`src/verilog/lane_buf_pkg.sv`:
```
package lane_buf_pkg;

    // Sample and lane geometry.
    localparam int sample_width = 16;
    localparam int lane_count   = 3;

    // Depth in vectors. It must be a power of two for the wrap-bit pointers.
    localparam int fifo_depth   = 16;

    // Pointers carry one wrap bit above the memory index.
    localparam int addr_width   = $clog2(fifo_depth) + 1;

    // Holds 0 to fifo_depth.
    localparam int level_width  = $clog2(fifo_depth) + 1;

    localparam int drop_width   = 16; // Saturating drop counter width.

    typedef logic signed [sample_width-1:0] sample_t;

    // One vector is one sample per lane, lane 0 in the low bits.
    typedef struct packed {
        sample_t [lane_count-1:0] lane;
    } vector_t;

    typedef struct packed {
        logic                   full;
        logic                   empty;
        logic [level_width-1:0] level;
        logic [drop_width-1:0]  drop_count;
    } buf_status_t;

endpackage

```
`src/verilog/sample_fifo.sv`:
```
`timescale 1ns/1ns

module sample_fifo (
    input  logic                  rd_clk,
    input  logic                  reset,
    input  logic                  wr_en,
    input  lane_buf_pkg::sample_t din,
    input  logic                  rd_en,
    output lane_buf_pkg::sample_t dout,
    output logic                  full,
    output logic                  empty
);

    // Forces every bit that is not a clean one to zero.
    // Storage that was never written then reads as zero in simulation.
    function automatic lane_buf_pkg::sample_t scrub(input lane_buf_pkg::sample_t word);
        lane_buf_pkg::sample_t result;
        for (int i = 0; i < lane_buf_pkg::sample_width; i++) begin
            case (word[i])
                1'b1:    result[i] = 1'b1;
                default: result[i] = 1'b0;
            endcase
        end
        return result;
    endfunction

    lane_buf_pkg::sample_t mem [lane_buf_pkg::fifo_depth-1:0];

    logic [lane_buf_pkg::addr_width-1:0] wr_ptr;
    logic [lane_buf_pkg::addr_width-1:0] wr_ptr_next;
    logic [lane_buf_pkg::addr_width-1:0] rd_ptr;
    logic [lane_buf_pkg::addr_width-1:0] rd_ptr_next;
    logic                                wr_accept;
    logic                                rd_accept;

    // A read is only taken against the registered empty flag.
    assign wr_accept = wr_en & ~full;
    assign rd_accept = rd_en & ~empty;

    assign wr_ptr_next = wr_accept ? wr_ptr + 1'b1 : wr_ptr;
    assign rd_ptr_next = rd_accept ? rd_ptr + 1'b1 : rd_ptr;

    // Same slot, opposite lap.
    assign full = (wr_ptr[lane_buf_pkg::addr_width-2:0] == rd_ptr[lane_buf_pkg::addr_width-2:0])
               && (wr_ptr[lane_buf_pkg::addr_width-1] != rd_ptr[lane_buf_pkg::addr_width-1]);

    always_ff @(posedge rd_clk) begin
        if (wr_accept) begin
            mem[wr_ptr[lane_buf_pkg::addr_width-2:0]] <= din;
        end
    end

    always_ff @(posedge rd_clk or posedge reset) begin
        if (reset) begin
            wr_ptr <= '0;
        end else begin
            wr_ptr <= wr_ptr_next;
        end
    end

    always_ff @(posedge rd_clk or posedge reset) begin
        if (reset) begin
            rd_ptr <= '0;
        end else begin
            rd_ptr <= rd_ptr_next;
        end
    end

    // The current write pointer is compared, not the next one, so a vector
    // written at this edge shows as present one edge later, once dout holds it.
    always_ff @(posedge rd_clk or posedge reset) begin
        if (reset) begin
            empty <= 1'b1;
        end else begin
            empty <= (wr_ptr == rd_ptr_next);
        end
    end

    // The head is prefetched from the next read pointer on every edge.
    always_ff @(posedge rd_clk) begin
        dout <= scrub(mem[rd_ptr_next[lane_buf_pkg::addr_width-2:0]]);
    end

endmodule

```
`src/verilog/sample_fifo_array.sv`:
```
`timescale 1ns/1ns

module sample_fifo_array (
    input  logic                                 rd_clk,
    input  logic                                 reset,
    input  logic                                 wr_en,
    input  lane_buf_pkg::vector_t                din,
    input  logic                                 rd_en,
    output lane_buf_pkg::vector_t                dout,
    output logic                                 full,
    output logic                                 empty,
    output logic [lane_buf_pkg::level_width-1:0] level,
    output logic [lane_buf_pkg::drop_width-1:0]  drop_count
);

    logic [lane_buf_pkg::lane_count-1:0] lane_full;
    logic [lane_buf_pkg::lane_count-1:0] lane_empty;

    logic [lane_buf_pkg::addr_width-1:0]  wr_count;
    logic [lane_buf_pkg::addr_width-1:0]  wr_count_next;
    logic [lane_buf_pkg::addr_width-1:0]  rd_count;
    logic [lane_buf_pkg::addr_width-1:0]  rd_count_next;
    logic [lane_buf_pkg::level_width-1:0] level_next;
    logic                                 wr_accept;
    logic                                 rd_accept;
    logic                                 wr_drop;

    // All lanes share both strobes, so they never drift apart.
    genvar i;
    generate
        for (i = 0; i < lane_buf_pkg::lane_count; i++) begin : g_lane
            sample_fifo u_fifo (
                .rd_clk (rd_clk),
                .reset  (reset),
                .wr_en  (wr_en),
                .din    (din.lane[i]),
                .rd_en  (rd_en),
                .dout   (dout.lane[i]),
                .full   (lane_full[i]),
                .empty  (lane_empty[i])
            );
        end
    endgenerate

    // Any lane reporting full or empty blocks the whole vector.
    assign full  = |lane_full;
    assign empty = |lane_empty;

    assign wr_accept = wr_en & ~full;
    assign rd_accept = rd_en & ~empty;
    assign wr_drop   = wr_en & full;

    assign wr_count_next = wr_accept ? wr_count + 1'b1 : wr_count;
    assign rd_count_next = rd_accept ? rd_count + 1'b1 : rd_count;

    // Modulo difference of the wrap counts gives 0 to fifo_depth.
    assign level_next = wr_count_next - rd_count_next;

    always_ff @(posedge rd_clk or posedge reset) begin
        if (reset) begin
            wr_count <= '0;
            rd_count <= '0;
        end else begin
            wr_count <= wr_count_next;
            rd_count <= rd_count_next;
        end
    end

    always_ff @(posedge rd_clk or posedge reset) begin
        if (reset) begin
            level <= '0;
        end else begin
            level <= level_next;
        end
    end

    always_ff @(posedge rd_clk or posedge reset) begin
        if (reset) begin
            drop_count <= '0;
        end else if (wr_drop && (drop_count != '1)) begin
            drop_count <= drop_count + 1'b1; // Sticks at all ones.
        end
    end

endmodule

```
`src/verilog/vector_buffer_top.sv`:
```
`timescale 1ns/1ns

module vector_buffer_top (
    input  logic                      rd_clk,
    input  logic                      reset,
    input  logic                      wr_en,
    input  lane_buf_pkg::vector_t     din,
    input  logic                      rd_en,
    output lane_buf_pkg::vector_t     dout,
    output lane_buf_pkg::buf_status_t status
);

    logic                                 buf_full;
    logic                                 buf_empty;
    logic [lane_buf_pkg::level_width-1:0] buf_level;
    logic [lane_buf_pkg::drop_width-1:0]  buf_drops;

    sample_fifo_array u_array (
        .rd_clk     (rd_clk),
        .reset      (reset),
        .wr_en      (wr_en),
        .din        (din),
        .rd_en      (rd_en),
        .dout       (dout),
        .full       (buf_full),
        .empty      (buf_empty),
        .level      (buf_level),
        .drop_count (buf_drops)
    );

    // Flags and counters leave the block as one status word.
    assign status.full       = buf_full;
    assign status.empty      = buf_empty;
    assign status.level      = buf_level;
    assign status.drop_count = buf_drops;

endmodule

```
`config.mk`:
```
export PLATFORM = sky130hd
export DESIGN_NAME = vector_buffer_top
export DESIGN_NICKNAME = d
export VERILOG_FILES = /design/src/verilog/lane_buf_pkg.sv /design/src/verilog/sample_fifo.sv /design/src/verilog/sample_fifo_array.sv /design/src/verilog/vector_buffer_top.sv
export SDC_FILE = /design/constraint.sdc
export NUM_CORES = 1
export LEC_CHECK = 0
export ABC_AREA = 0
export BUFFER_PORTS_ARGS = -buffer_cell sky130_fd_sc_hd__buf_2
export CORE_UTILIZATION = 45
export CTS_CLUSTER_DIAMETER = 80
export DETAILED_ROUTE_END_ITERATION = 12
export PLACE_DENSITY_LB_ADDON = 0.1
export SLEW_MARGIN = 20
export SYNTH_ARGS = -nofsm -noshare
export SYNTH_HDL_FRONTEND = slang
export SYNTH_SLANG_ARGS = --single-unit
```
`constraint.sdc`:
```
create_clock -name rd_clk -period 2.8 [get_ports rd_clk]
set_clock_uncertainty 0.05 [all_clocks]
set_input_delay 0.14 -clock rd_clk [delete_from_list [all_inputs] [get_ports rd_clk]]
set_output_delay 0.14 -clock rd_clk [all_outputs]
set_load 0.005 [all_outputs]
```
# Word level (Yosys, flattened, before mapping)
# Memory sizes are Yosys's and may differ from the RTL's.
# Index checks and enable logic that the tools add are counted.
# W data, S select, Z words.
classes:
  n_addsub: 10
  n_eq_ne: 10
  mux: 59
  bitwise_logic: 17
  n_reduce_logical: 6
ops:
  columns: ["cell", "n"]
  rows:
  - ["$mux W1", 54]
  - ["$add A5 B1 Y5 const B", 8]
  - ["$mux W5", 5]
  - ["$add A16 B1 Y16 const B", 1]
  - ["$ne A16 B16 Y1 const B", 1]
  - ["$eq A5 B5 Y1", 3]
  - ["$eq A4 B4 Y1", 3]
  - ["$and A1 B1 Y1", 9]
  - ["$not A1 Y1", 8]
  - ["$reduce_or A3 Y1", 2]
  - ["$sub A5 B5 Y5", 1]
  - ["$logic_and A1 B1 Y1", 4]
  - ["$ne A1 B1 Y1", 3]
word_totals:
  register_bits: 112
  mem_bits_rw: 768
  out_inout_bits: 71
  word_cells: 121
  memories: 3
mem_list:
  columns: ["memory", "words", "width", "rd", "rd_clocked_by_memory_dff", "write_ports", "line_no", "rtl"]
  rows:
  - ["u_array.g_lane[0].u_fifo.mem", 16, 16, 1, 0, 1, "sample_fifo.sv:27", "lane_buf_pkg::sample_t mem [lane_buf_pkg::fifo_depth-1:0];"]
  - ["u_array.g_lane[1].u_fifo.mem", 16, 16, 1, 0, 1, "sample_fifo.sv:27", null]
  - ["u_array.g_lane[2].u_fifo.mem", 16, 16, 1, 0, 1, "sample_fifo.sv:27", null]

# Longest topological paths before layout
# Gate-level depths: netlist of the first run.
logic_depth:
  depth_word: 7
  ltp_mapped: 15
  ltp_nobuf: 12

# Hierarchy
# A second synthesis of the first run with hierarchy kept.
hier_totals:
  cells_unflattened: 2590
  hier_area_um2: 36971.7
modules_own_cells:
  columns: ["module", "instances", "cells_each", "area_per_inst_um2"]
  rows:
  - ["sample_fifo at u_array.g_lane[1].u_fifo ...", 2, 721, 11342.1]
  - ["sample_fifo at u_array.g_lane[0].u_fifo", 1, 1018, 12683.4]
  - ["sample_fifo_array", 1, 128, 1589.0]
  - ["vector_buffer_top", 1, 2, 15.0]

# Worst setup path before layout of the first run
# OpenSTA, ideal clock, no wires.
synth_timing:
  path_type: "register -> register"
  start: "register u_array.g_lane[2].u_fifo.wr_ptr[3] in the netlist's numbering"
  end: "memory u_array.g_lane[2].u_fifo.mem[3][0] in the netlist's numbering, enable pin"
  setup_ps: 409
  t_arrival_ps: 2388
  t_required_ps: 2341
  path_slack_ps: -47
  stages_incl_launch_ff: 7
  path_cell_list: "dfrtp_1 > buf_4 > xnor2_1 > and3_1 > nor2_2 > nand2_1 > nor3_1"
synth_between:
  elab_chain_len: 6
synth_rtl:
  columns: ["item", "line_no", "rtl"]
  rows:
  - ["from (decl)", "sample_fifo.sv:29", "logic [lane_buf_pkg::addr_width-1:0] wr_ptr;"]
  - ["from (signal assigned)", "sample_fifo.sv:57", "wr_ptr <= wr_ptr_next;"]
  - ["$eq A4 B4 Y1", "sample_fifo.sv:44", "assign full = (wr_ptr[lane_buf_pkg::addr_width-2:0] == rd_ptr[lane_buf_pkg::addr_width-2:0])"]
  - ["$logic_and A1 B1 Y1", "sample_fifo.sv:45", "&& (wr_ptr[lane_buf_pkg::addr_width-1] != rd_ptr[lane_buf_pkg::addr_width-1]);"]
  - ["$not A1 Y1", "sample_fifo.sv:37", "assign wr_accept = wr_en & ~full;"]
  - ["$and A1 B1 Y1", "sample_fifo.sv:37", null]
  - ["$mux W1", "sample_fifo.sv:48", "if (wr_accept) begin"]
  - ["$mux W1 (not written as such)", "sample_fifo.sv:49", "mem[wr_ptr[lane_buf_pkg::addr_width-2:0]] <= din;"]
  - ["to (decl)", "sample_fifo.sv:27", null]
# Parallel ways exist; a longest one is shown, timed or not.

# Worst setup path after layout of the first run
layout_timing:
  start: "register u_array.g_lane[0].u_fifo.wr_ptr[0] in the netlist's numbering"
  end: "register u_array.level[4] in the netlist's numbering"
layout_between:
  elab_chain_len: 7
layout_rtl:
  columns: ["item", "line_no", "rtl"]
  rows:
  - ["from (decl)", "sample_fifo.sv:29", null]
  - ["from (signal assigned)", "sample_fifo.sv:57", null]
  - ["$eq A4 B4 Y1", "sample_fifo.sv:44", null]
  - ["$logic_and A1 B1 Y1", "sample_fifo.sv:45", null]
  - ["$reduce_or A3 Y1", "sample_fifo_array.sv:46", "assign full = |lane_full;"]
  - ["$not A1 Y1", "sample_fifo_array.sv:49", "assign wr_accept = wr_en & ~full;"]
  - ["$and A1 B1 Y1", "sample_fifo_array.sv:49", null]
  - ["$mux W5", "sample_fifo_array.sv:53", "assign wr_count_next = wr_accept ? wr_count + 1'b1 : wr_count;"]
  - ["$sub A5 B5 Y5", "sample_fifo_array.sv:57", "assign level_next = wr_count_next - rd_count_next;"]
  - ["net u_array.level_next (one bit)", "sample_fifo_array.sv:23", "logic [lane_buf_pkg::level_width-1:0] level_next;"]
  - ["to (signal assigned)", "sample_fifo_array.sv:73", "level <= level_next;"]
  - ["to (decl)", "sample_fifo_array.sv:12", "output logic [lane_buf_pkg::level_width-1:0] level,"]
# The timed path passes the listed nets, and every way through them passes these cells.
# A chain may end at the register's enable or synchronous reset.

==> results.py, run 1 <==
metrics = {
    "finish": {
        "fill_cells": 6425,
        "fin_cells": 4074,
        "area_delta_synth_final_pct": 19.6,
        "nNetsFinal": 3033,
        "drive_gt1_frac": 0.166,
    },
    "timing": {
        "fmax_ghz": 0.381,
        "fin_crit_sh": 0.937,
        "rsz0062_at_grt": "no",
        "min_period_ns": 2.62,
        "finalSetupViolCount": 0,
        "tightestPinTransition_ns": 0.895,
        "hold_violations": 0,
        "max-slew-margin-rel": 0.403,
        "finalSetupTns_ns": 0,
        "slew_viol_final": 0,
    },
    "grt": {
        "grt_max_degree": 77,
        "antenna_found_initial": 4,
        "grt_pass1_wl_mm": 133,
        "track_usage": 0.227,
        "grt_pass1_vias": 21700,
        "grt_overflow": 0,
    },
    "floorplan": {
        "io_pins": 123,
        "die_y_um": 280,
        "dieArea_um2": 78100,
        "initial_core_util": 0.456,
        "coreArea_um2": 76100,
        "die_width_um": 280,
        "rows": 101,
    },
    "yosys": {
        "synth_commonest_cells": "nand2_1 (801), edfxtp_1 (768), nand3_1 (397)",
        "ys_ff_latch": 880,
        "synthFlopType": "edfxtp_1",
        "ys_async_sr_fraction": 0.0727,
        "syn_area_per_cell_um2": 12.9,
        "syn_area_um2": 34700,
        "synth-edff-count": 768,
        "ys_types": 44,
        "netlist.top_cell.by_area": "edfxtp_1",
        "syn-num-nets": 2765,
        "yosysSeqAreaShare": 0.740,
        "synth_most_common_cell": "nand2_1",
        "postSynthCellCount": 2690,
        "netlist.area_leader.share": 0.665,
        "synthTopCellsByArea": "edfxtp_1 (67%), nand2_1 (8.7%), nand3_1 (5.7%), dfrtp_1 (4.4%), dfxtp_1 (2.8%)",
        "yosys_warnings": 0,
    },
    "setup_path": {
        "critical_path_class": "flip-flop to flip-flop",
        "ff2ff_path_depth": 12,
        "end_kind": "flip-flop",
        "cp-start-kind": "flip-flop",
        "required_ns": 3.26,
        "worstPathArrival_ns": 3.08,
        "critPathMaxFanout": 3,
    },
    "cts": {
        "htreeDepth": 3,
        "clock-sinks": 880,
        "cts_buffers": 95,
        "clockBufferDepth": 3,
        "clk_pin_slew_ns": 0.06,
        "cts_root_buf": "clkbuf_16",
        "insertion_delay_ns": 0.64,
        "post_cts_buffers": 0,
        "cts_tree": "done",
    },
    "status": {
        "status": "completed",
    },
    "job": {
        "cap_violations": 0,
    },
    "power_and_ir_drop": {
        "p_per_area_nw_per_um2": 1220,
        "leakage_uw": 0.0151,
        "ir_worst_vdd_v": 0.000804,
    },
    "drt": {
        "drtAntennaViolNets": 0,
        "via_per_inst": 5.42,
        "num_vias": 22100,
        "drc_errors": 0,
        "first_pass_iters": 5,
        "drt_first_iter_violations": 1724,
        "wl_per_cell_um": 21.7,
        "drt_wl_total_mm": 88.2,
    },
    "placed_design": {
        "gp_congestion": 0.786,
        "port_buffers": 122,
        "dpl.cell_count": 3840,
        "hpwl_mm": 52.1,
    },
    "min_path": {
        "hp-class": "input port to async pin",
    },
}
==> power breakdown <==
group	internal, uW	switching [uW]
clock	7400	5070
sequential	16300	790
combinational	7610	13500
total	31300	19300
==> state kept, by name, summed over array words and instances (netlist names) <==
register,cells
u_array.g_lane.u_fifo.empty,3
u_array.g_lane.u_fifo.mem,768
u_array.g_lane.u_fifo.dout,48
u_array.wr_count,5
u_array.rd_count,5
u_array.level,5
u_array.g_lane.u_fifo.wr_ptr,15
u_array.g_lane.u_fifo.rd_ptr,15
u_array.drop_count,16
==> final timing paths <==
path	startpoint	end	slack (ns)
min in group rd_clk	din[2]	u_array.g_lane[0].u_fifo.mem[10][2]	0.37
worst min-delay path	reset	u_array.drop_count[0]	0.18
worst max-delay path	u_array.g_lane[0].u_fifo.wr_ptr[0]	u_array.level[4]	0.18
max in group asynchronous	reset	u_array.g_lane[1].u_fifo.wr_ptr[2]	1.71
worst min register to register	u_array.wr_count[4]	u_array.wr_count[4]	0.44
worst max register to register	u_array.g_lane[0].u_fifo.wr_ptr[0]	u_array.level[4]	0.18
==> what timing repair did <==
action	in CTS	in global routing
gates resized for setup	0	1
endpoints found under the hold margin	806	0
hold buffers	51	0
endpoints found under the setup margin	0	1
==> metal layers <==
layer  up-vias  share of wire  track usage
li1      10300              -            -
met1     11000           0.44        0.315
met2       645           0.48        0.371
met3       142          0.058       0.0346
met4         6          0.026       0.0695
met5         -        0.00043            0
==> cells in the final DEF (no fill, tap or decap), types with 18 or more instances in the layout <==
cell type / count
buf_2: 122
and3_1: 55
clkbuf_1: 27
nand2_1: 801
a311oi_1: 96
a31oi_1: 48
dfxtp_1: 48
ha_1: 22
inv_1: 18
dfrtp_1: 61
dlygate4sd3_1: 51
clkbuf_16: 96
buf_4: 131
nor2_2: 34
nand3_1: 397
edfxtp_1: 768
buf_12: 33
xnor2_1: 58
==> through the flow <==
stage | area, um2 | power [uW] | setup slack (ns) | hold slack, ns | util
5_1_grt | 41500 | 53700 | 0.00711 | 0.246 | 0.545
2_1_floorplan | 34700 | 30300 | -0.0151 | 0.189 | -
6_report | 41500 | 50700 | 0.178 | 0.178 | 0.545
4_1_cts | 41400 | 51200 | 0.0665 | 0.176 | 0.545
3_3_place_gp | 37800 | 38400 | 0.0868 | 0.318 | 0.497
3_5_place_dp | 37800 | 38600 | 0.112 | 0.329 | 0.497
==> final cells by class <==
cell class / instances / area (um2) / area share
inverters: 28 / 113 / 0.00272
flip-flops and latches: 880 / 25600 / 0.618
clock inverters: 45 / 483 / 0.0116
repair buffers: 337 / 2770 / 0.0667
diodes: 3 / 7.51 / 0.000181
multi-input cells: 1616 / 8510 / 0.205
clock buffers: 135 / 2670 / 0.0644
well taps: 1030 / 1290 / 0.0311
==> logic make-up after synthesis <==
group | share of synthesized area
fa+ha+maj | 0.00852
flops | 0.740
buf+inv | 0.0246
mux | 0.00177
xor+xnor | 0.0217
compound gates | 0.0350
simple gates | 0.169
==> critical path, cell delays in order, from the launching register on <==
cell and delay (ns):
dfrtp_1 0.40, xor2_1 0.17, nor3_1 0.25, nand3_1 0.15, and3_1 0.20, xnor2_1 0.15
ha_1 0.23, fa_1 0.36, inv_1 0.09, a21o_1 0.12, a21oi_1 0.07, xnor2_1 0.14
xnor2_1 0.13
Power figures use the tool's default switching activity.
==> inputs of run 2 (changes only) <==
--- a/config.mk
+++ b/config.mk
@@ -10,7 +10,7 @@
 export CORE_UTILIZATION = 45
 export CTS_CLUSTER_DIAMETER = 80
 export DETAILED_ROUTE_END_ITERATION = 12
-export PLACE_DENSITY_LB_ADDON = 0.1
+export PLACE_DENSITY = 0.65
 export SLEW_MARGIN = 20
 export SYNTH_ARGS = -nofsm -noshare
 export SYNTH_HDL_FRONTEND = slang
==> run 2 against run 1 <==
Compared with the run above:
- first-iteration DRC count up 17%
- clock-buffer cell count decreased by 22
- critical path depth shrank 4
- largest cell class unchanged
- highest routed layer unchanged
==> results.py, run 2 (synthesis results as in run 1) <==
metrics = {
    "timing": {
        "min_period_ns": 2.65,
        "slew_viol_final": 0,
        "hold_violations": 0,
        "fmax_ghz": 0.377,
        "tightestPinTransition_ns": 0.621,
        "fin_crit_sh": 0.947,
        "max-slew-margin-rel": 0.585,
        "rsz0062_at_grt": "no",
        "finalSetupViolCount": 0,
    },
    "cts": {
        "post_cts_buffers": 0,
        "cts_root_buf": "clkbuf_16",
        "htreeDepth": 3,
        "clk_pin_slew_ns": 0.06,
        "cts_buffers": 90,
        "clockBufferDepth": 3,
        "cts_tree": "done",
        "clock-sinks": 880,
        "insertion_delay_ns": 0.65,
    },
    "power_and_ir_drop": {
        "clkPwrFrac": 0.242,
        "power.internal_uw": 30600,
        "pwr-share-comb": 0.414,
        "p_per_area_nw_per_um2": 1210,
        "p_seq_frac": 0.344,
        "ir_worst_vdd_v": 0.000949,
        "netSwitchingPower_uw": 19200,
        "leakage_uw": 0.0149,
        "p_sw_frac": 0.386,
    },
    "grt": {
        "grt_util_met2": 0.354,
        "track_usage": 0.216,
        "antenna_found_initial": 6,
        "grt-busiest-layer": "met2",
        "grt_pass1_wl_mm": 129,
        "globalRouteMet3Util": 0.0404,
        "grtUsageMet1": 0.289,
        "grt_overflow": 0,
        "grt_max_degree": 95,
        "grt_pass1_vias": 22000,
    },
    "floorplan": {
        "die_width_um": 280,
        "initial_core_util": 0.456,
        "dieArea_um2": 78100,
        "die_y_um": 280,
        "io_pins": 123,
        "coreArea_um2": 76100,
        "rows": 101,
    },
    "setup_path": {
        "worstPathCellList": "nand2b_1 > mux2i_4 > buf_4 > and3_1 > a311oi_1 > a311oi_1 > buf_4 > a31oi_1",
        "worstPathArrival_ns": 3.13,
        "crit_slowest_cell": "dfstp_2",
        "path_buf_inv": 2,
        "required_ns": 3.28,
        "critical_path_class": "flip-flop to flip-flop",
        "crit_family": "flip-flops",
        "end_kind": "flip-flop",
        "max_stage_delay_ns": 0.58,
        "critPathMaxFanout": 14,
        "cp-start-kind": "flip-flop",
    },
    "finish": {
        "fin_util": 0.539,
        "drive_gt1_frac": 0.154,
        "final_cell_mix": "nand2_1 (801), edfxtp_1 (768), nand3_1 (397)",
        "finish.instance_area_um2": 41000,
        "largest_register_ffs": 768,
        "layout_commonest_cell": "nand2_1",
        "nNetsFinal": 3006,
        "area_delta_synth_final_pct": 18.3,
    },
    "drt": {
        "drtAntennaViolNets": 0,
        "first_pass_iters": 6,
        "num_vias": 22200,
        "drt_wl_total_mm": 84.0,
        "drc_errors": 0,
        "via_per_inst": 5.49,
        "wl_per_cell_um": 20.8,
        "drt_first_iter_violations": 2022,
    },
    "placed_design": {
        "hpwl_mm": 48.1,
        "port_buffers": 122,
        "gp_congestion": 0.812,
        "dpl_cell_area_um2": 37400,
    },
    "status": {
        "status": "completed",
    },
    "min_path": {
        "hp-class": "input port to async pin",
    },
    "job": {
        "cap_violations": 0,
    },
}
run 2: cell count changes in the layout (fill, tap and decap cells not counted), moves of 5 or more:
cell	previous run	this run
clkbuf_1	27	16
clkinv_2	16	23
clkbuf_16	96	90
buf_12	33	21
buf_4	131	120
nor2_1	10	32
nor2_2	34	12
clkbuf_8	12	7
run 2: repair_timing:
| item | in CTS | in global routing |
|---|---|---|
| resized for setup | 0 | 7 |
| endpoints found under the setup margin | 0 | 2 |
| endpoints found under the hold margin | 815 | 0 |
| hold buffers | 51 | 0 |
run 2: routing by layer:
metal | share of wire | up-vias | routed length, um
met5 | 0.00058 | - | 49
met4 | 0.025 | 8 | 2100
met3 | 0.068 | 140 | 5760
met2 | 0.49 | 792 | 40800
met1 | 0.42 | 11000 | 35400
li1 | - | 10200 | -
run 2: power groups by stage:
stage / logic (uW) / registers, uW / clock network, uW
floorplan: 13100 / 17200 / 0
global placement: 20000 / 17300 / 0
detailed placement: 20400 / 17400 / 0
CTS: 20600 / 17100 / 12300
global route: 22700 / 17200 / 12800
finish: 20600 / 17100 / 12000
run 2: layout make-up:
class | count | area (um2)
fill | 6284 | 35100
sequential | 880 | 25600
multi-input combinational | 1616 | 8460
timing repair buffer | 315 | 2470
clock buffer | 113 | 2410
tap | 1030 | 1290
clock inverter | 56 | 619
inverter | 28 | 110
antenna | 3 | 7.51
run 2: metrics by stage:
stage | hold WS [ns] | setup slack (ns) | TNS (ns) | cells | power [uW]
floorplan | 0.189 | -0.0151 | -0.824 | 2690 | 30300
global placement | 0.191 | 0.113 | 0 | 3818 | 37300
detailed placement | 0.204 | 0.0980 | 0 | 3818 | 37800
CTS | 0.0643 | 0.0482 | 0 | 4038 | 50000
global route | 0.133 | 0.00537 | 0 | 4040 | 52700
finish | 0.0681 | 0.149 | 0 | 4041 | 49700
run 2: worst paths after layout:
check	start	to	slack, ns	depth (start not counted)
max	u_array.g_lane[0].u_fifo.empty	u_array.g_lane[0].u_fifo.dout[1]	0.15	8
min	reset	u_array.drop_count[9]	0.07	3
max reg2reg	u_array.g_lane[0].u_fifo.empty	u_array.g_lane[0].u_fifo.dout[1]	0.15	8
min reg2reg	u_array.rd_count[4]	u_array.rd_count[4]	0.44	1
max in group asynchronous	reset	u_array.g_lane[2].u_fifo.empty	1.83	4
min in group rd_clk	din[23]	u_array.g_lane[1].u_fifo.mem[2][7]	0.34	2
run 2: worst reg2reg max path, cell delays in order, from the launching register on:
cell and delay, ns:
dfstp_2 0.58, nand2b_1 0.32, mux2i_4 0.41, buf_4 0.30, and3_1 0.20, a311oi_1 0.05, a311oi_1 0.40, buf_4 0.19
a31oi_1 0.04
